--- src/tetris_pkg.sv ---
package tetris_pkg;

  // one bit per gun, red green blue
  typedef logic [2:0] color_t;

  localparam color_t BLACK   = 3'b000;
  localparam color_t RED     = 3'b100;
  localparam color_t GREEN   = 3'b010;
  localparam color_t BLUE    = 3'b001;
  localparam color_t YELLOW  = 3'b110;
  localparam color_t MAGENTA = 3'b101;
  localparam color_t CYAN    = 3'b011;
  localparam color_t WHITE   = 3'b111;

  // playfield geometry, row 0 at the top
  localparam int GRID_COLS  = 10;
  localparam int GRID_ROWS  = 20;
  localparam int CELL_PX    = 16;
  localparam int CELL_SHIFT = $clog2(CELL_PX);
  localparam int GRID_X0    = 240;
  localparam int GRID_Y0    = 80;
  // border ring is one cell wide
  localparam int RING_X0    = GRID_X0 - CELL_PX;
  localparam int RING_Y0    = GRID_Y0 - CELL_PX;
  localparam int RING_COLS  = GRID_COLS + 2;
  localparam int RING_ROWS  = GRID_ROWS + 2;

  // score readout, bit 7 leftmost
  localparam int SCORE_X0    = 40;
  localparam int SCORE_Y0    = 40;
  localparam int SCORE_SQ    = 16;
  localparam int SCORE_PITCH = 24;

  // 640x480 raster
  localparam int H_ACTIVE = 640;
  localparam int H_FRONT  = 16;
  localparam int H_SYNC   = 96;
  localparam int H_BACK   = 48;
  localparam int H_TOTAL  = H_ACTIVE + H_FRONT + H_SYNC + H_BACK;
  localparam int V_ACTIVE = 480;
  localparam int V_FRONT  = 10;
  localparam int V_SYNC   = 2;
  localparam int V_BACK   = 33;
  localparam int V_TOTAL  = V_ACTIVE + V_FRONT + V_SYNC + V_BACK;

  // game step rate and spawn point
  localparam int TICK_DIV  = 100;
  localparam int TICK_W    = $clog2(TICK_DIV);
  localparam int SPAWN_COL = 4;

  typedef struct packed {
    logic [9:0] x;
    logic [9:0] y;
    logic       active;
    logic       hsync_n;
    logic       vsync_n;
  } pixel_t;

  // top-left cell of the 2x2 piece
  typedef struct packed {
    logic [4:0] row;
    logic [3:0] col;
    color_t     color;
    logic       valid;
  } piece_t;

  // index is row * GRID_COLS + col, BLACK when empty
  typedef color_t [GRID_ROWS*GRID_COLS-1:0] cells_t;

endpackage
--- src/vga_timing.sv ---
module vga_timing import tetris_pkg::*; (
  input  logic   hz100,
  input  logic   arst_n,
  output pixel_t pix
);

  logic [9:0] h_cnt;
  logic [9:0] v_cnt;

  // free running 800 x 525 scan
  always_ff @(posedge hz100 or negedge arst_n) begin
    if (!arst_n) begin
      h_cnt <= '0;
      v_cnt <= '0;
    end else if (h_cnt == 10'(H_TOTAL - 1)) begin
      h_cnt <= '0;
      // line wraps at the end of the frame
      if (v_cnt == 10'(V_TOTAL - 1)) begin
        v_cnt <= '0;
      end else begin
        v_cnt <= v_cnt + 10'd1;
      end
    end else begin
      h_cnt <= h_cnt + 10'd1;
    end
  end

  always_comb begin
    pix.x      = h_cnt;
    pix.y      = v_cnt;
    pix.active = (h_cnt < 10'(H_ACTIVE)) && (v_cnt < 10'(V_ACTIVE));
    // sync pulses sit after the front porch, active low
    pix.hsync_n = !((h_cnt >= 10'(H_ACTIVE + H_FRONT)) &&
                    (h_cnt <  10'(H_ACTIVE + H_FRONT + H_SYNC)));
    pix.vsync_n = !((v_cnt >= 10'(V_ACTIVE + V_FRONT)) &&
                    (v_cnt <  10'(V_ACTIVE + V_FRONT + V_SYNC)));
  end

endmodule

--- config.mk ---
export PLATFORM = sky130hd
export DESIGN_NAME = vga_timing
export DESIGN_NICKNAME = d
export VERILOG_FILES = /design/src/tetris_pkg.sv /design/src/vga_timing.sv
export SDC_FILE = /design/constraint.sdc
export NUM_CORES = 1
export LEC_CHECK = 0
export BUFFER_PORTS_ARGS = -buffer_cell sky130_fd_sc_hd__buf_2
export CORE_MARGIN = 5
export CORE_UTILIZATION = 50
export DETAILED_ROUTE_END_ITERATION = 12
export HOLD_SLACK_MARGIN = 0.06
export PLACE_DENSITY = 0.87
export SLEW_MARGIN = 20
export SYNTH_ARGS = -nofsm -noshare
export SYNTH_HDL_FRONTEND = slang
export SYNTH_SLANG_ARGS = --single-unit
export TNS_END_PERCENT = 50
--- constraint.sdc ---
create_clock -name hz100 -period 4.65 [get_ports hz100]
set_clock_uncertainty 0.2 [all_clocks]
set_input_delay 0.93 -clock hz100 [delete_from_list [all_inputs] [get_ports hz100]]
set_output_delay 0.93 -clock hz100 [all_outputs]
set_load 0.01 [all_outputs]
# Word-level counts from Yosys, hierarchy flattened
# Index checks and enable logic that the tools add are counted.
# totals
reg_bits	20
input_bits	2
word_cells	19
# op_classes
n_addsub	2
n_lt_le_gt_ge	6
n_eq_ne	2
muxes	2
n_reduce_logical	5
# ops
cell	n
$add A10 B1 Y10 const B	2
$eq A10 B10 Y1 const B	2
$lt A10 B10 Y1 const B	2
$lt A10 B9 Y1 const B	2
$mux W10	2
$ge A10 B10 Y1 const B	1
$ge A10 B9 Y1 const B	1
$logic_and A1 B1 Y1	3
$logic_not A1 Y1	2

# Depth between registers and ports, before layout
# logic_depth
depth_word	3
mapped_depth	6
ltp_nobuf	6

# Least setup slack after synthesis
# No wires, ideal clock.
# synth_timing
kind	flip-flop to output port
from	register h_cnt[4]
to	output pix[1] (netlist bit)
arrival_time_ns	1.245
required_ns	3.520
setup_slack_ns	2.275
stages_incl_launch_ff	3
path_cell_list	dfrtp_1 > and3_2 > or4_1
# synth_lines
item	line	text
from (decl)	vga_timing.sv:7	logic [9:0] h_cnt;
from (signal assigned)	vga_timing.sv:24	h_cnt <= h_cnt + 10'd1;
to (decl)	vga_timing.sv:4	output pixel_t pix

==> flow_metrics.tcl <==
set metrics [dict create \
    status "completed" \
    dieArea_um2 3100 \
    setup_tns_ps 0 \
    fp.dieH_um 55.7 \
    synth_commonest_cells "dfrtp_1 (20), nand2_1 (10), nand3_1 (10)" \
    synth_most_common_cell "dfrtp_1" \
    gr-usage-all-layers_pct 15.2 \
    cts_resized 0 \
    start_util_pct 52.6 \
    p_leak_nw 0.587 \
    fp.coreArea_um2 1980 \
    cts_tree "yes" \
    wire_per_inst_um 14.2 \
    first_pass_iters 4 \
    grt_pass1_vias 861 \
    worstMarginPinSlew_ps 1080 \
    cp_max_fo 8 \
    clkLatencyLatePin_ps 290 \
    timing.final.crit_share_pct 59.6 \
    final_core_util_pct 61.2 \
    ioPinCount 25 \
    report.final.slew_viol_count 0 \
    yosysTopAreaCell "dfrtp_1" \
    antenna_found_initial 0 \
    grt_pass1_wl_um 3860 \
    synth_cell_types 31 \
    drt_iter0_drc 27 \
    async_flop_share_pct 100 \
    cts_buffer_depth 2 \
    route.detailed.drc 0 \
    synth_flop_cell "dfrtp_1" \
    cts_root_buf "clkbuf_4" \
    cts_buffers 3 \
    rows 16 \
    syn_inst 105 \
    vias 878 \
    gp_congestion 0.857 \
    drive_gt1_share_pct 25.2 \
    yosys_register_bits 20 \
    crit_path_start_kind "register" \
    hold_buffers 0 \
    setup_viol 0 \
    cts_sinks 20 \
    critPathRequiredTime_ps 3520 \
    vias_per_cell 5.56 \
    yosys.area.top_type_share_pct 48.0 \
    syn-num-nets 111 \
    drv_cap 0 \
    port_buffers 24 \
    hpwl_um 1670 \
    power_density_nw_per_um2 212 \
    hold_viol 0 \
    area_growth_pct 16.4 \
    die_w_um 55.7 \
    end_kind "primary output" \
    n_antenna_cell 0 \
    slew_headroom_pct 27.7 \
    ir_drop_uv 171 \
    hold_class "register to register" \
    nNetsFinal 139 \
    yosysWarnings 0 \
    fillers 161 \
    gr-total-overflow 0 \
    synth_area_um2 1040 \
    post-cts-setup-buffer-count 0 \
    finalCriticalPeriod_ps 2770 \
    wl_um 2250 \
    crit_type "register to primary output" \
    grt_setup_unrepaired "false" \
    grt_max_degree 21 \
    synth_edf_count 0 \
    synth_area_per_cell_um2 9.93 \
    worstPathArrival_ps 1640 \
    path_clk_slew_ps 100 \
    htreeDepth 1 \
    antenna_left 0 \
    fmax_mhz 361 \
    ys_top_cells_by_area "dfrtp_1 (48%), xor2_1 (5.0%), ha_1 (4.8%)" \
    seq_area_frac_synth_pct 48.0 \
]
-- worst paths after layout --
kind,cells after the start,slack [ps],to,from
hold / removal,1,330,h_cnt[0]$_DFF_PN0_,h_cnt[0]$_DFF_PN0_
setup reg to reg,4,1950,v_cnt[4]$_DFFE_PN0N_,h_cnt[5]$_DFF_PN0_
min in group asynchronous,1,360,v_cnt[2]$_DFFE_PN0N_,arst_n
hold reg to reg,1,330,h_cnt[0]$_DFF_PN0_,h_cnt[0]$_DFF_PN0_
setup / recovery,3,1880,pix[1],h_cnt[4]$_DFF_PN0_
max in group asynchronous,1,3580,h_cnt[9]$_DFF_PN0_,arst_n
-- cell type report --
class | count | area (um^2) | area share [%]
Multi-Input combinational cell | 80 | 522 | 43.0
Sequential cell | 20 | 500 | 41.2
Timing Repair Buffer | 24 | 120 | 9.90
Tap cell | 27 | 33.8 | 2.78
Clock buffer | 3 | 22.5 | 1.86
Inverter | 4 | 15.0 | 1.24
-- registers in the layout (all words and copies together) (netlist names) --
name and cells:
v_cnt 10, h_cnt 10
-- worst max-delay path, cell delays in order (launching register included) --
cell	delay (ps)
dfrtp_1	470
and3_2	250
or4_1	480
buf_2	150
-- per-stage QoR --
stage,std cells,setup slack [ps],total power [W],cell area [um^2],hold slack [ps]
2_1_floorplan,105,2270,0.000177,1040,339
3_3_place_gp,155,2140,0.000181,1190,304
3_5_place_dp,155,2010,0.000181,1190,312
4_1_cts,158,1870,0.000260,1210,333
5_1_grt,158,1800,0.000268,1210,368
6_report,158,1880,0.000257,1210,327
-- metal layers --
layer  routed length (um)  track usage [%]
met2                 1150             26.0
met3                  121             2.78
met5                    0                0
met1                  965             19.0
met4                   15             5.90
-- power breakdown --
part	internal [W]	switching [W]
registers	0.000174	0
clock network	0.0000301	0.0000494
logic	0.000000303	0.00000317
-- cells by family after synthesis --
| family | synth area share [%] |
|---|---|
| xor gates and xnor gates | 8.40 |
| adders and majority gates | 4.80 |
| AOI/OAI and AO/OA | 6.96 |
| muxes | 1.08 |
| DFF | 48.0 |
| buffers and inverters | 1.92 |
| and+or+nand+nor | 28.8 |
-- cells in the final DEF, fill, tap and decap left out, types with 2 or more instances in the layout --
master    count
dfrtp_1      20
nand4_1       8
buf_2        24
ha_1          4
clkbuf_4      3
a21oi_1       3
nor4_1        2
xor2_1        6
nor3_1        2
a31oi_1       2
inv_1         4
nand3_1      10
xnor2_1       4
nand2_1      10
nor2_1        6
o21ai_0       6
nor4b_1       2
Power figures use the tool's default switching activity.
