$ cat src/tetris_pkg.sv
package tetris_pkg;

  // one bit per gun, red green blue
  typedef logic [2:0] color_t;

  localparam color_t BLACK   = 3'b000;
  localparam color_t RED     = 3'b100;
  localparam color_t GREEN   = 3'b010;
  localparam color_t BLUE    = 3'b001;
  localparam color_t YELLOW  = 3'b110;
  localparam color_t MAGENTA = 3'b101;
  localparam color_t CYAN    = 3'b011;
  localparam color_t WHITE   = 3'b111;

  // playfield geometry, row 0 at the top
  localparam int GRID_COLS  = 10;
  localparam int GRID_ROWS  = 20;
  localparam int CELL_PX    = 16;
  localparam int CELL_SHIFT = $clog2(CELL_PX);
  localparam int GRID_X0    = 240;
  localparam int GRID_Y0    = 80;
  // border ring is one cell wide
  localparam int RING_X0    = GRID_X0 - CELL_PX;
  localparam int RING_Y0    = GRID_Y0 - CELL_PX;
  localparam int RING_COLS  = GRID_COLS + 2;
  localparam int RING_ROWS  = GRID_ROWS + 2;

  // score readout, bit 7 leftmost
  localparam int SCORE_X0    = 40;
  localparam int SCORE_Y0    = 40;
  localparam int SCORE_SQ    = 16;
  localparam int SCORE_PITCH = 24;

  // 640x480 raster
  localparam int H_ACTIVE = 640;
  localparam int H_FRONT  = 16;
  localparam int H_SYNC   = 96;
  localparam int H_BACK   = 48;
  localparam int H_TOTAL  = H_ACTIVE + H_FRONT + H_SYNC + H_BACK;
  localparam int V_ACTIVE = 480;
  localparam int V_FRONT  = 10;
  localparam int V_SYNC   = 2;
  localparam int V_BACK   = 33;
  localparam int V_TOTAL  = V_ACTIVE + V_FRONT + V_SYNC + V_BACK;

  // game step rate and spawn point
  localparam int TICK_DIV  = 100;
  localparam int TICK_W    = $clog2(TICK_DIV);
  localparam int SPAWN_COL = 4;

  typedef struct packed {
    logic [9:0] x;
    logic [9:0] y;
    logic       active;
    logic       hsync_n;
    logic       vsync_n;
  } pixel_t;

  // top-left cell of the 2x2 piece
  typedef struct packed {
    logic [4:0] row;
    logic [3:0] col;
    color_t     color;
    logic       valid;
  } piece_t;

  // index is row * GRID_COLS + col, BLACK when empty
  typedef color_t [GRID_ROWS*GRID_COLS-1:0] cells_t;

endpackage
$ cat src/color_arbiter.sv
module color_arbiter import tetris_pkg::*; (
  input  logic   hz100,
  input  logic   arst_n,
  input  pixel_t pix,
  input  logic   score_req,
  input  color_t score_color,
  input  logic   grid_req,
  input  color_t grid_color,
  output logic   red,
  output logic   green,
  output logic   blue,
  output logic   hsync_n,
  output logic   vsync_n
);

  color_t pick;
  color_t color_q;

  // score first, then grid, blank outside the active area
  always_comb begin
    if (!pix.active) begin
      pick = BLACK;
    end else if (score_req) begin
      pick = score_color;
    end else if (grid_req) begin
      pick = grid_color;
    end else begin
      pick = BLACK;
    end
  end

  // syncs take the same one clock as the colour
  always_ff @(posedge hz100 or negedge arst_n) begin
    if (!arst_n) begin
      color_q <= BLACK;
      hsync_n <= 1'b1;
      vsync_n <= 1'b1;
    end else begin
      color_q <= pick;
      hsync_n <= pix.hsync_n;
      vsync_n <= pix.vsync_n;
    end
  end

  assign {red, green, blue} = color_q;

endmodule

$ cat config.mk
export PLATFORM = sky130hd
export DESIGN_NAME = color_arbiter
export DESIGN_NICKNAME = d
export VERILOG_FILES = /design/src/tetris_pkg.sv /design/src/color_arbiter.sv
export SDC_FILE = /design/constraint.sdc
export NUM_CORES = 1
export LEC_CHECK = 0
export ABC_AREA = 1
export BUFFER_PORTS_ARGS = -buffer_cell sky130_fd_sc_hd__buf_2
export CORE_AREA = 2 2 39 41
export CTS_CLUSTER_SIZE = 30
export DETAILED_ROUTE_END_ITERATION = 16
export DIE_AREA = 0 0 41 43
export GPL_TIMING_DRIVEN = 0
export SYNTH_ARGS = -nofsm -noshare
export SYNTH_HDL_FRONTEND = slang
export SYNTH_SLANG_ARGS = --single-unit
$ cat constraint.sdc
create_clock -name hz100 -period 1.7 [get_ports hz100]
set_clock_uncertainty 0.1 [all_clocks]
set_input_delay 0.34 -clock hz100 [delete_from_list [all_inputs] [get_ports hz100]]
set_output_delay 0.34 -clock hz100 [all_outputs]
set_load 0.005 [all_outputs]
# --- Yosys cells after proc, flatten, opt, wreduce, memory -nomap -nowiden ---
# Cells that the tools add are included.
totals:
  reg_bits: 5
  latchBits: 0
  mem_bits_rw: 0
  romBits: 0
  input_bits: 33
  output_inout_bits: 5
  wordCells: 6
  n_memories: 0
op_classes:
  n_addsub: 0
  mul: 0
  div_mod_pow: 0
  order_cmp: 0
  n_eq_ne: 0
  shift: 0
  muxes: 3
  bitwise_logic: 0
  reduce_logical: 0
ops:
  columns: ["op", "count"]
  rows:
  - ["2-to-1 mux 3 bit", 3]

# --- Longest topological paths before layout ---
# Gate-level depths: netlist of run 1.
logic_depth:
  depth_word: 3
  ltp_mapped: 3
  depth_no_buf: 3

# --- Least setup slack after synthesis of run 1 ---
# Ideal clock, no wire load.
synth_timing:
  path_type: "register to output"
  start: "register hsync_n"
  end: "output port hsync_n"
  t_arrival_ns: 0.501
  slack_ns: 0.759
  path_stages_with_launch: 1
  n_path_buf: 0
  path_cell_list: "dfstp_2"
synth_lines:
  columns: ["item", "line", "text"]
  rows:
  - ["start: declaration", "color_arbiter.sv:12", "output logic hsync_n,"]
  - ["start signal: assignment", "color_arbiter.sv:40", "hsync_n <= pix.hsync_n;"]
# No word-level cell between the ends.

# --- Worst setup path in the final report of run 1 ---
layout_timing:
  start: "register vsync_n"
  end: "output port vsync_n"
layout_lines:
  columns: ["item", "line", "text"]
  rows:
  - ["start: declaration", "color_arbiter.sv:13", "output logic vsync_n"]
  - ["start signal: assignment", "color_arbiter.sv:41", "vsync_n <= pix.vsync_n;"]
# No word-level cell between the ends.

==> impl_metrics.toml, run 1 <==
[die]
die_h_um = 43
die_w_um = 41
rows = 14
die_area_mm2 = 0.00176
io_pins = 38
core_area_mm2 = 0.00138
start_util_pct = 12.7

[global_routing]
antenna_found_initial = 0
overflow = 0
grt_pass1_vias = 184
grt_max_degree = 6
track_usage_pct = 5.84
grt_pass1_wl_um = 627

[timing]
drv_slew = 0
clock.fmax_ghz = 0.783
worst_slew_pin_slew_ns = 0.129
setup_viol = 0
rsz0062_at_grt = "false"
setup_ws_ns = 0.423
fin_crit_sh_pct = 75.1
setup_tns_ns = 0
fin_hold_ws_ns = 0.103
relSlewSlack_pct = 91.4
period_needed_ns = 1.28
hold_violations = 0

[synthesis]
synth_area_leader_cell = "dfrtp_1"
yosys.cell_types.count = 7
synth_top_area_share_pct = 42.6
synthCells = 16
yosys_register_bits = 5
synth_area_leaders = "dfrtp_1 (43%), dfstp_2 (30%), a21oi_1 (8.5%), nand3_1 (8.5%), nand2_1 (6.4%)"
async_flop_share_pct = 100
postSynthAreaPerCell_um2 = 11.0
synth-edff-count = 0
yosysSeqAreaShare_pct = 72.3
synth_common_cells = "a21oi_1 (3), dfrtp_1 (3), nand2_1 (3), nand3_1 (3), dfstp_2 (2)"
ys.flop_type = "dfrtp_1"
synth.net_count = 49
syn-cell-area_um2 = 176
ys_warn_count = 0

[status]
outcome = "complete, no violations"

[drt]
wire_per_inst_um = 7.24
vias = 191
drc_errors = 0
antenna_left = 0
drtPass1Iterations = 2
finalWirelength_um = 391
via_per_inst = 3.54
drt_iter0_drc = 1

[critical_path]
max_stage_delay_ns = 0.50
critPathRequiredTime_ns = 1.26
cp_slowest_cell = "dfstp_2"
crit_family = "flip-flops"
cp_max_fo = 1
cp.arrival_ns = 0.84
critPathCaptureType = "output pin"
cp-start-kind = "register"
path_cells = "buf_2"
critPathKind = "register to output pin"
path_buf_inv = 1

[hold_path]
min_from = "pix[1]"
min_to = "hsync_n"
hold_path_class = "primary input to register"
whs_path_depth = 1

[clocking]
htreeDepth = 1
clockRootBuffer = "clkbuf_4"
cts_buffer_depth = 2
cts_setup_buffers = 0
cts_tree = "yes"
clk_pin_slew_ns = 0.04
cts_made_buffers = 3
clock_sinks = 5
ctsResizeCount = 0

[cells_and_area]
utilization_pct = 23.0
synthToLayoutAreaGrowth_pct = 80.1
fill_cells = 153
layout-drive-gt1-share_pct = 60.5
nNetsFinal = 72
insertedDiodeCount = 0

[placed_design]
place_ws_ns = 0.667
io_buffers = 17
place.gp.congestion = 0.615

[pwr]
p_leak_nw = 0.174
powerDensity_mw_per_mm2 = 920
ir_drop_uv = 192

[job]
maxCapViolations = 0
per-layer routing:
| metal | vias up | global-route usage (%) | part of all wire (%) |
|---|---|---|---|
| met5 | - | 0 | 0 |
| met4 | 0 | 8.00 | 0 |
| met3 | 0 | 1.57 | 11 |
| met2 | 12 | 7.81 | 49 |
| met1 | 82 | 5.83 | 40 |
| li1 | 97 | - | - |
area by class of cell:
class | instances | area, um2 | share of cell area, %
Clock buffer | 4 | 26.3 | 8.27
Tap cell | 16 | 20.0 | 6.30
Inverter | 2 | 7.51 | 2.36
Sequential cell | 5 | 128 | 40.2
Multi-Input combinational cell | 9 | 41.3 | 13.0
Timing Repair Buffer | 18 | 95.1 | 29.9
layout by cell type, fill, tap and decap left out, drive strengths merged:
cell type and count:
dlygate4sd3 1, clkbuf 4, buf 17, a21oi 3
dfrtp 3, dfstp 2, nand2 3, inv 2
nand3 3
power breakdown:
| part | internal [W] | leakage (nW) | switching [W] | total, W |
|---|---|---|---|---|
| Clock | 0.0000883 | 0.0150 | 0.0000425 | 0.000131 |
| Sequential | 0.000128 | 0.0608 | 0.00000121 | 0.000129 |
| Combinational | 0.0000185 | 0.0981 | 0.0000142 | 0.0000327 |
logic make-up after synthesis:
group,count (synthesis),synth area share (%)
simple gates,6,14.9
flops,5,72.3
compound gates,3,8.51
buf+inv,2,4.25
what timing repair did:
| action | in CTS | in global routing |
|---|---|---|
| hold endpoints to repair | 5 | 0 |
| endpoints found under the setup margin | 0 | 0 |
| hold buffers | 1 | 0 |
state kept, by name (all words and copies together) (netlist names):
register and cells:
vsync_n 1, color_q 3, hsync_n 1
worst max-delay path by stage:
stage	slack, ns	cells past startpoint	from	end
global placement	0.67	1	hsync_n	hsync_n
global route	0.38	1	vsync_n	vsync_n
detailed placement	0.67	1	vsync_n	vsync_n
finish	0.42	1	vsync_n	vsync_n
CTS	0.40	1	vsync_n	vsync_n
floorplan	0.76	0	hsync_n	hsync_n
stage by stage:
| stage | power [W] | cell area, um2 | instances |
|---|---|---|---|
| after floorplan | 0.000138 | 176 | 16 |
| after CTS | 0.000303 | 318 | 54 |
| after detailed placement | 0.000162 | 282 | 49 |
| final | 0.000292 | 318 | 54 |
| after global routing | 0.000312 | 318 | 54 |
| after global placement | 0.000162 | 282 | 49 |
No activity file was read; power rests on OpenSTA's default activity.
==> run 2: changes to the inputs <==
clock period = 1.1 ns   (was 1.7 ns; I/O delays follow)
==> run 2 against run 1 <==
Against the previous run: the run now ends with setup timing left; sequential share of layout area decreased by 3.7 points; routed wire length increased by 5.1%; utilization increased by 2.4 points; cell count increased by 3.7%; die area unchanged; sequential power increased by 55%; global-route usage increased by 0.20 points; count of clock-buffer cells in the layout unchanged; cell area increased by 10%; hold slack improved by 0.030 ns; sequential cell count unchanged; clock power increased by 54%; critical endpoint unchanged; largest cell class unchanged; highest routed layer unchanged.
==> impl_metrics.toml, run 2 (same netlist as run 1, synthesis figures left out) <==
[die]
die_w_um = 41
io_pins = 38
die_area_mm2 = 0.00176
die_h_um = 43
core_area_mm2 = 0.00138
rows = 14
start_util_pct = 12.7

[critical_path]
cp-start-kind = "register"
cp.arrival_ns = 0.84
max_stage_delay_ns = 0.52
critPathCaptureType = "output pin"
cp_slowest_cell = "dfstp_2"
critPathRequiredTime_ns = 0.78
cp_max_fo = 1
crit_family = "flip-flops"
critPathKind = "register to output pin"
path_buf_inv = 1
path_cells = "buf_6"

[timing]
drv_slew = 0
fin_hold_ws_ns = 0.133
clock.fmax_ghz = 0.864
setup_viol = 2
relSlewSlack_pct = 91.4
period_needed_ns = 1.16
hold_violations = 0
worst_slew_pin_slew_ns = 0.129
setup_ws_ns = -0.0570
fin_crit_sh_pct = 105
rsz0062_at_grt = "true"

[cells_and_area]
stdcell_area_um2 = 350
final_common_cell = "buf_2"
layout-drive-gt1-share_pct = 57.5
insertedDiodeCount = 0
largest_reg_flops = 3
synthToLayoutAreaGrowth_pct = 98.6
nNetsFinal = 74
top_register = "color_q"
reg_top3 = "color_q (3), hsync_n (1), vsync_n (1)"
utilization_pct = 25.3

[drt]
drt_iter0_drc = 1
wire_per_inst_um = 7.34
vias = 198
antenna_left = 0
drtPass1Iterations = 2
via_per_inst = 3.54
finalWirelength_um = 411
drc_errors = 0

[pwr]
ir_drop_uv = 297
powerDensity_mw_per_mm2 = 1320
finalPower_w = 0.000463
p_leak_nw = 0.186

[global_routing]
grt_pass1_vias = 190
grt_max_degree = 6
track_usage_pct = 6.04
grt_pass1_wl_um = 648
antenna_found_initial = 0
overflow = 0

[clocking]
clk_pin_slew_ns = 0.04
clock_sinks = 5
cts_made_buffers = 3
cts_tree = "yes"
clockRootBuffer = "clkbuf_4"
cts_buffer_depth = 2
htreeDepth = 1

[placed_design]
place_ws_ns = 0.187
io_buffers = 17
place.gp.congestion = 0.615
placed_area_um2 = 282

[hold_path]
hold_path_class = "primary input to register"
min_to = "color_q[0]"
min_from = "score_color[0]"
whs_path_depth = 3

[status]
outcome = "finished with violations"
violations = "setup timing"

[job]
maxCapViolations = 0
run 2: changes by cell type in the layout (fill, tap and decap cells not counted):
cell           delta
buf_2             -2
buf_6             +2
dlygate4sd3_1     +2
run 2: worst max path at each step:
stage	start	cells after the start	end
2_1_floorplan	hsync_n	0	hsync_n
3_3_place_gp	hsync_n	1	hsync_n
3_5_place_dp	vsync_n	1	vsync_n
4_1_cts	vsync_n	1	vsync_n
5_1_grt	vsync_n	1	vsync_n
6_report	vsync_n	1	vsync_n
run 2: layout make-up:
cell class | instances | area [um2]
clock buffers | 4 | 26.3
fillers | 152 | 1030
inverters | 2 | 7.51
multi-input cells | 9 | 41.3
flip-flops and latches | 5 | 128
well taps | 16 | 20.0
repair buffers | 20 | 128
run 2: repair_timing:
action | CTS | global route
buffers inserted | 0 | 0
resized for setup | 0 | 2
setup endpoints to repair | 2 | 2
hold endpoints to repair | 7 | 0
hold buffers | 3 | 0
run 2: routing by layer:
metal	up-vias	GRT usage [%]	wire length, um
met4	0	8.00	0
li1	101	-	-
met2	12	8.44	209
met1	85	5.83	161
met3	0	1.57	39
met5	-	0	0
run 2: stage by stage:
stage               setup TNS [ns]  std cells
floorplan                        0         16
global placement                 0         49
detailed placement               0         49
CTS                         -0.148         56
global route                -0.173         56
finish                      -0.113         56
run 2: where the power goes:
group	leakage, nW	internal, W	switching (W)
logic	0.111	0.0000373	0.0000228
registers	0.0608	0.000197	0.00000281
clock network	0.0150	0.000137	0.0000658
total	0.186	0.000371	0.0000914
