File: config.mk
export PLATFORM = sky130hd
export DESIGN_NAME = score_layer
export DESIGN_NICKNAME = d
export VERILOG_FILES = /design/src/tetris_pkg.sv /design/src/score_layer.sv
export SDC_FILE = /design/constraint.sdc
export NUM_CORES = 1
export LEC_CHECK = 0
export BUFFER_PORTS_ARGS = -buffer_cell sky130_fd_sc_hd__buf_2
export CORE_MARGIN = 4
export CORE_UTILIZATION = 29
export DETAILED_ROUTE_END_ITERATION = 10
export GPL_TIMING_DRIVEN = 0
export PLACE_DENSITY = 0.74
export SYNTH_ARGS = -nofsm -noshare
export SYNTH_HDL_FRONTEND = slang
export SYNTH_SLANG_ARGS = --single-unit
File: constraint.sdc
create_clock -name vclk -period 1.1
set_input_delay 0 -clock vclk [all_inputs]
set_output_delay 0 -clock vclk [all_outputs]
set_load 0.05 [all_outputs]
File: src/tetris_pkg.sv
package tetris_pkg;

  // one bit per gun, red green blue
  typedef logic [2:0] color_t;

  localparam color_t BLACK   = 3'b000;
  localparam color_t RED     = 3'b100;
  localparam color_t GREEN   = 3'b010;
  localparam color_t BLUE    = 3'b001;
  localparam color_t YELLOW  = 3'b110;
  localparam color_t MAGENTA = 3'b101;
  localparam color_t CYAN    = 3'b011;
  localparam color_t WHITE   = 3'b111;

  // playfield geometry, row 0 at the top
  localparam int GRID_COLS  = 10;
  localparam int GRID_ROWS  = 20;
  localparam int CELL_PX    = 16;
  localparam int CELL_SHIFT = $clog2(CELL_PX);
  localparam int GRID_X0    = 240;
  localparam int GRID_Y0    = 80;
  // border ring is one cell wide
  localparam int RING_X0    = GRID_X0 - CELL_PX;
  localparam int RING_Y0    = GRID_Y0 - CELL_PX;
  localparam int RING_COLS  = GRID_COLS + 2;
  localparam int RING_ROWS  = GRID_ROWS + 2;

  // score readout, bit 7 leftmost
  localparam int SCORE_X0    = 40;
  localparam int SCORE_Y0    = 40;
  localparam int SCORE_SQ    = 16;
  localparam int SCORE_PITCH = 24;

  // 640x480 raster
  localparam int H_ACTIVE = 640;
  localparam int H_FRONT  = 16;
  localparam int H_SYNC   = 96;
  localparam int H_BACK   = 48;
  localparam int H_TOTAL  = H_ACTIVE + H_FRONT + H_SYNC + H_BACK;
  localparam int V_ACTIVE = 480;
  localparam int V_FRONT  = 10;
  localparam int V_SYNC   = 2;
  localparam int V_BACK   = 33;
  localparam int V_TOTAL  = V_ACTIVE + V_FRONT + V_SYNC + V_BACK;

  // game step rate and spawn point
  localparam int TICK_DIV  = 100;
  localparam int TICK_W    = $clog2(TICK_DIV);
  localparam int SPAWN_COL = 4;

  typedef struct packed {
    logic [9:0] x;
    logic [9:0] y;
    logic       active;
    logic       hsync_n;
    logic       vsync_n;
  } pixel_t;

  // top-left cell of the 2x2 piece
  typedef struct packed {
    logic [4:0] row;
    logic [3:0] col;
    color_t     color;
    logic       valid;
  } piece_t;

  // index is row * GRID_COLS + col, BLACK when empty
  typedef color_t [GRID_ROWS*GRID_COLS-1:0] cells_t;

endpackage
File: src/score_layer.sv
module score_layer import tetris_pkg::*; (
  input  pixel_t     pix,
  input  logic [7:0] score,
  output logic       req,
  output color_t     color
);

  logic in_row;
  int   left;

  always_comb begin
    // all squares share one band of lines
    in_row = (pix.y >= 10'(SCORE_Y0)) && (pix.y < 10'(SCORE_Y0 + SCORE_SQ));
    req    = 1'b0;
    color  = BLACK;
    left   = 0;
    for (int i = 0; i < 8; i++) begin
      // bit 7 leftmost, bit 0 rightmost
      left = SCORE_X0 + (7 - i) * SCORE_PITCH;
      if (in_row && int'(pix.x) >= left && int'(pix.x) < left + SCORE_SQ) begin
        req = 1'b1;
        // set bits green, clear bits blue
        if (score[i]) begin
          color = GREEN;
        end else begin
          color = BLUE;
        end
      end
    end
  end

endmodule

======== Word level (Yosys, flattened, before mapping) ========
Cells that the tools add are included.
word-level totals
  flip-flop bits (word level) ............. 0
  bits of input ports ..................... 31
  word-level logic and storage cells ...... 59
cells by class
  $lt $le $gt $ge ......................... 18
  multiplexer cells ....................... 24
  reduce and logical (&&, ||, !) cells .... 17
operators with widths
  operator                                                                       number
  10-bit by 8-bit less-than comparator with 1-bit output, second input constant  5
  10-bit by 8-bit >= comparator with 1-bit output, second input constant         4
  10-bit by 7-bit >= comparator with 1-bit output, second input constant         3
  3-bit 2-to-1 mux                                                               7
  10-bit by 6-bit >= comparator with 1-bit output, second input constant         2
  10-bit by 6-bit less-than comparator with 1-bit output, second input constant  2
  10-bit by 7-bit less-than comparator with 1-bit output, second input constant  2
  2-bit 2-to-1 mux                                                               9
  1-bit logical AND                                                              17
  1-bit 2-to-1 mux                                                               8

======== Longest topological paths before layout ========
Gate-level depths: netlist of the first run.
  depth after elaboration ................. 12
  gate-level depth with buffers ........... 6

======== Least setup slack after synthesis of the first run ========
OpenSTA, ideal clock, no wires.
  path type ............................... input-to-output
  start point ............................. input pix[16] (netlist bit)
  end point ............................... output req
  arrival time ............................ 1.802 ns
  data required time ...................... 1.100 ns
  slack ................................... -0.702 ns
  stages .................................. 6
  buffers on the path ..................... 1
  cell sequence ........................... buf_6 xor2_1 nand3_1 o21ai_0 nor2_1 a21boi_0
between the ends
  longest elaborated chain between the ends .. 11
  elaborated cells between the ends (all ways) .. 40
  classes of those cells .................. 16 x order compare; 8 x mux; 16 x reduce/logical
RTL lines
  what                                             RTL line           source
  start: declaration                               score_layer.sv:2   input pixel_t pix,
  10-bit by 8-bit >= comparator with 1-bit output  score_layer.sv:20  if (in_row && int'(pix.x) >= left && int'(pix.x) < left + SCORE_SQ) begin
  1-bit logical AND (2 in series)                  score_layer.sv:20
  1-bit 2-to-1 mux (7 in series)                   score_layer.sv:20
  1-bit 2-to-1 mux *                               score_layer.sv:20
  end: declaration                                 score_layer.sv:4   output logic req,
Mark *: on every way between the ends. The rest lies on a longest branch, timed or not.

======== Worst setup path in the final report of the first run ========
  start point ............................. input pix[22] (netlist bit)
  end point ............................... output color[1]
between the ends
  longest elaborated chain between the ends .. 11
  elaborated cells between the ends (all ways) .. 40
  classes of those cells .................. 16 x order compare; 8 x mux; 16 x reduce/logical
RTL lines
  what                                             RTL line           source
  10-bit by 8-bit >= comparator with 1-bit output  score_layer.sv:20
  1-bit logical AND (2 in series)                  score_layer.sv:20
  2-bit 2-to-1 mux                                 score_layer.sv:20
  3-bit 2-to-1 mux (6 in series)                   score_layer.sv:20
  3-bit 2-to-1 mux *                               score_layer.sv:20
  end: declaration                                 score_layer.sv:5   output color_t color
Marked as above.

==> impl_metrics.py, run 1 <==
metrics = {
    "route": {
        "detail_route.iter0.violations": 15,
        "route.detailed.wl_per_inst_um": 14.4,
        "route.final.wire_length_um": 1510,
        "antenna_violating_nets_post_route": 0,
        "detail_route.first_pass.iterations": 4,
        "dr_total_vias": 597,
        "post-route-drc-count": 0,
        "via_per_inst": 5.69,
    },
    "floorplanning": {
        "rows": 13,
        "die_w_um": 46.7,
        "core_area_um2": 1350,
        "top_level_ports": 35,
        "die_area_um2": 2180,
        "floorplan.initialDensity_pct": 32.2,
        "die_height_um": 46.7,
    },
    "synthesis": {
        "synth_most_common_cell": "sky130_fd_sc_hd__nor2_1",
        "cell_area_after_synthesis_um2": 434,
        "area_leader_netlist": "sky130_fd_sc_hd__buf_6",
        "synth.cells.most_frequent": "6 x sky130_fd_sc_hd__nor2_1, 5 x sky130_fd_sc_hd__a21oi_1, 4 x sky130_fd_sc_hd__buf_6, 4 x sky130_fd_sc_hd__nand2_1, 4 x sky130_fd_sc_hd__nor3_1",
        "synth_seq_area_share_pct": 0,
        "synth_top_area_share_pct": 10.4,
        "count_of_different_cell_masters_after_synthesis": 36,
        "post_synth_main_area_contributors": "sky130_fd_sc_hd__buf_6 10%, sky130_fd_sc_hd__a21oi_1 5.8%, sky130_fd_sc_hd__nor4b_4 5.5%, sky130_fd_sc_hd__nor2_1 5.2%, sky130_fd_sc_hd__nor3_1 4.6%",
        "netlist_instances": 62,
        "synth.avg_cell_area_um2": 7.00,
        "synthesis.nets": 93,
        "synth.yosys.warnings": 0,
    },
    "sta": {
        "fmax_mhz": 785,
        "report.final.setup_viol": 3,
        "rsz0062_at_grt": "yes",
        "final_period_minus_worst_setup_slack_ns": 1.27,
        "setup_ws_ns": -0.173,
        "maxSlewViolCount": 0,
        "portion_of_the_clock_cycle_consumed_by_the_worst_path_in_the_final_layout_pct": 116,
        "fin_setup_tns_ns": -0.390,
        "hold_violations": 0,
    },
    "critical_path": {
        "timing.critical_path.to_type": "primary output",
        "cp_data_required_time_ns": 1.10,
        "timing.critical_path.fanout_max": 4,
        "worst_ep_arrival_time_ns": 1.27,
        "crit_path_start_kind": "input pin",
        "worstSetupPathType": "in -> out",
    },
    "global_routing": {
        "grt_start_max_net_pins": 11,
        "number_of_global_route_vias_before_repair": 577,
        "global_route_wire_length_before_repair_um": 2400,
        "grt_ovf": 0,
        "grt_antenna_before_repair": 0,
        "globalRouteTotalUtil_pct": 14.6,
    },
    "worst_hold_path": {
        "min_delay_path_depth": 4,
        "hp-start": "score[4]",
        "worst_hold_path_type": "in -> out",
        "min_to": "color[1]",
    },
    "power_and_ir_drop": {
        "vdd.ir_drop.worst_mv": 0.178,
        "lkg_pwr_nw": 0.312,
        "switching_power_w": 0.000112,
        "cellPowerDensity_nw_per_um2": 311,
        "power_total_w": 0.000230,
        "power.internal_w": 0.000118,
        "sw_frac_of_total_pct": 48.7,
        "clkPwrFrac_pct": 0,
        "pwr-share-comb_pct": 100.0,
        "pwr-share-seq_pct": 0,
    },
    "place": {
        "dp.final_hpwl_um": 1020,
        "port-buffer-count": 22,
        "routabilityCongestion": 0.813,
    },
    "run": {
        "drv_cap": 0,
    },
    "final_layout": {
        "layout-drive-gt1-share_pct": 56.7,
        "finish.net_count": 123,
        "area.growth.synth_to_final_pct": 70.6,
        "num_antenna_cells": 0,
        "final_core_util_pct": 54.9,
        "sequential_cell_area_um2": 0,
        "nClkBuffers": 0,
        "seq_cell_count": 0,
    },
    "status": {
        "failed_checks": "negative setup slack",
        "run_status": "finished, violations left",
    },
    "cts": {
        "holdBufCountCts": 0,
    },
}
## per-layer routing
metal  vias up  part of all wire [%]  GRT usage (%)
li1        297                     -              -
met1       275                    39           18.6
met2        25                    52           28.0
met3         0                   8.7          0.781
met4         0                     0              0
met5         -                     0              0
## metrics by stage
stage | area [µm²] | hold WS (ns) | setup slack [ns] | std cells
6_report | 741 | 0.456 | -0.173 | 105
5_1_grt | 741 | 0.492 | -0.251 | 105
2_1_floorplan | 457 | 0.302 | -0.474 | 62
3_5_place_dp | 586 | 0.457 | -0.436 | 99
4_1_cts | 718 | 0.445 | -0.143 | 104
3_3_place_gp | 586 | 0.466 | -0.456 | 99
## power by group through the flow
stage / clock, W / sequential (W) / combinational, W
after CTS: 0 / 0 / 0.000218
after global routing: 0 / 0 / 0.000248
after floorplan: 0 / 0 / 0.000114
final: 0 / 0 / 0.000230
after detailed placement: 0 / 0 / 0.000174
after global placement: 0 / 0 / 0.000171
## how the worst max path moves through the flow
stage / from / endpoint / slack (ns) / cells past startpoint
3_3_place_gp: pix[17] / color[1] / -0.46 / 7
3_5_place_dp: pix[17] / color[1] / -0.44 / 7
6_report: pix[22] / color[1] / -0.17 / 7
4_1_cts: pix[16] / color[0] / -0.14 / 7
2_1_floorplan: pix[16] / color[1] / -0.47 / 5
5_1_grt: pix[22] / color[1] / -0.25 / 7
## area by class of cell
type / count / area [µm²]
timing repair buffer: 28 / 195
inverter: 1 / 3.75
multi-input combinational: 55 / 447
fill: 135 / 609
buffer: 6 / 76.3
tap: 15 / 18.8
## placed cells by master (no fill, tap or decap), types with 2 or more instances in the layout
cell type,n
sky130_fd_sc_hd__a21oi_1,5
sky130_fd_sc_hd__and3_4,2
sky130_fd_sc_hd__buf_2,15
sky130_fd_sc_hd__buf_4,9
sky130_fd_sc_hd__buf_6,7
sky130_fd_sc_hd__buf_8,2
sky130_fd_sc_hd__nand2_1,2
sky130_fd_sc_hd__nand3_1,3
sky130_fd_sc_hd__nand4_1,2
sky130_fd_sc_hd__nor2_1,5
sky130_fd_sc_hd__nor3_1,2
sky130_fd_sc_hd__o211ai_1,2
sky130_fd_sc_hd__xor2_1,2
## logic make-up after synthesis
| kind of cell | share of synthesized area (%) |
|---|---|
| xor+xnor | 4.04 |
| simple gates | 44.7 |
| other cells | 0.864 |
| buf+inv | 14.7 |
| mux | 2.59 |
| compound gates | 33.1 |
## critical path, cell delays in order
cell	delay, ns
sky130_fd_sc_hd__buf_8	0.10
sky130_fd_sc_hd__or2_4	0.28
sky130_fd_sc_hd__a31oi_4	0.17
sky130_fd_sc_hd__o221ai_2	0.13
sky130_fd_sc_hd__a221oi_2	0.26
sky130_fd_sc_hd__o211ai_1	0.12
sky130_fd_sc_hd__buf_4	0.21
## repair_timing
item,4_1_cts,5_1_grt
endpoints found under the setup margin,3,3
resized for setup,25,4
setup buffers,5,1
pin swaps,9,7
Power figures use the tool's default switching activity.
==> inputs of run 2 (changes only) <==
Settings changed: CELL_PAD_IN_SITES_DETAIL_PLACEMENT from default to 2, CELL_PAD_IN_SITES_GLOBAL_PLACEMENT from default to 2, CORE_UTILIZATION 29 to 19, PLACE_DENSITY 0.74 to 0.93.
==> run 2 against run 1 <==
Core utilization down 18 points; cell count grew 12%; largest cell class unchanged; the run still ends with negative setup slack left; critical path depth unchanged; highest routed layer unchanged.
==> impl_metrics.py, run 2 (synthesis gave the netlist of run 1 again) <==
metrics = {
    "floorplanning": {
        "core_area_um2": 2190,
        "top_level_ports": 35,
        "die_height_um": 55.8,
        "rows": 17,
        "floorplan.initialDensity_pct": 19.8,
        "die_w_um": 55.8,
        "die_area_um2": 3110,
    },
    "critical_path": {
        "crit_path_start_kind": "input pin",
        "worst_path_max_delay_cell": "sky130_fd_sc_hd__a2111o_1",
        "worstSetupPathType": "in -> out",
        "timing.critical_path.fanout_max": 6,
        "worst_ep_arrival_time_ns": 1.28,
        "timing.critical_path.cells": "buf_12 -> xor2_4 -> and3_4 -> a2111o_1 -> a21oi_2 -> o21a_2 -> buf_8",
        "max_stage_delay_ns": 0.41,
        "cp_data_required_time_ns": 1.10,
        "crit_path_start": "pix[17]",
        "timing.critical_path.to_type": "primary output",
    },
    "global_routing": {
        "number_of_global_route_vias_before_repair": 720,
        "grt_antenna_before_repair": 0,
        "grt_start_max_net_pins": 11,
        "globalRouteTotalUtil_pct": 13.3,
        "grt_ovf": 0,
        "global_route_wire_length_before_repair_um": 3480,
    },
    "power_and_ir_drop": {
        "lkg_pwr_nw": 0.323,
        "cellPowerDensity_nw_per_um2": 313,
        "vdd.ir_drop.worst_mv": 0.145,
    },
    "place": {
        "dp.final_hpwl_um": 1420,
        "detailedPlace.worstSlack_ns": -0.469,
        "port-buffer-count": 22,
        "routabilityCongestion": 0.805,
    },
    "worst_hold_path": {
        "min_delay_path_depth": 4,
        "worst_hold_path_type": "in -> out",
        "hp-start": "score[4]",
        "min_to": "color[1]",
    },
    "sta": {
        "fmax_mhz": 778,
        "report.final.setup_viol": 3,
        "portion_of_the_clock_cycle_consumed_by_the_worst_path_in_the_final_layout_pct": 117,
        "final_period_minus_worst_setup_slack_ns": 1.28,
        "rsz0062_at_grt": "yes",
        "hold_violations": 0,
        "setup_ws_ns": -0.185,
        "maxSlewViolCount": 0,
        "fin_setup_tns_ns": -0.409,
        "whs_ns": 0.441,
    },
    "final_layout": {
        "sequential_cell_area_um2": 0,
        "area.growth.synth_to_final_pct": 84.2,
        "seq_cell_count": 0,
        "layout-drive-gt1-share_pct": 60.0,
        "finish.net_count": 123,
        "final_common_cell": "sky130_fd_sc_hd__buf_2",
        "num_antenna_cells": 0,
        "nClkBuffers": 0,
        "layout_common_cells": "15 x sky130_fd_sc_hd__buf_2, 8 x sky130_fd_sc_hd__buf_4, 5 x sky130_fd_sc_hd__buf_6, 5 x sky130_fd_sc_hd__buf_8, 5 x sky130_fd_sc_hd__nor2_1",
    },
    "route": {
        "dr_total_vias": 602,
        "route.final.wire_length_um": 1920,
        "detail_route.first_pass.iterations": 2,
        "route.detailed.wl_per_inst_um": 16.3,
        "via_per_inst": 5.10,
        "post-route-drc-count": 0,
        "antenna_violating_nets_post_route": 0,
        "detail_route.iter0.violations": 1,
    },
    "cts": {
        "holdBufCountCts": 0,
    },
    "status": {
        "failed_checks": "negative setup slack",
        "run_status": "finished, violations left",
    },
    "run": {
        "drv_cap": 0,
    },
}
run 2: final cells by class:
cell class | count | area, µm²
plain buffers | 6 | 75.1
fillers | 261 | 1390
inverters | 1 | 3.75
multi-input cells | 55 | 474
well taps | 28 | 35.0
repair buffers | 28 | 211
run 2: worst max path at each step:
stage / to / slack [ns] / cells past startpoint
2_1_floorplan: color[1] / -0.47 / 5
3_3_place_gp: color[1] / -0.46 / 7
3_5_place_dp: color[1] / -0.47 / 7
4_1_cts: color[0] / -0.18 / 7
5_1_grt: color[1] / -0.30 / 7
6_report: color[0] / -0.18 / 7
run 2: power by group:
part | switching [W] | internal [W]
clock | 0 | 0
sequential | 0 | 0
combinational | 0.000124 | 0.000126
total | 0.000124 | 0.000126
run 2: stage by stage:
step	cell area (µm²)	instances	total power [W]	utilization, %
after floorplan	457	62	0.000114	-
after global placement	602	112	0.000174	27.5
after detailed placement	602	112	0.000183	27.5
after CTS	785	118	0.000242	35.8
after global routing	800	118	0.000272	36.5
final	800	118	0.000250	36.5
run 2: worst max-delay path, delay by kind of cell:
| family | cells | cell delay, ns |
|---|---|---|
| XOR/XNOR | 1 | 0.18 |
| AND/OR/NAND/NOR | 1 | 0.16 |
| buffers and inverters | 2 | 0.26 |
| AO/OA/AOI/OAI | 3 | 0.68 |
run 2: what timing repair did:
action	4_1_cts	5_1_grt
setup buffers	6	0
pin swaps	14	6
gates resized for setup	33	4
endpoints found under the setup margin	3	3
run 2: layer usage:
layer	track usage [%]	up-vias	share of wire, %
met5	0	-	0
met4	0	0	0
met3	0.928	0	4.1
met2	26.2	18	54
met1	16.6	289	42
li1	-	295	-
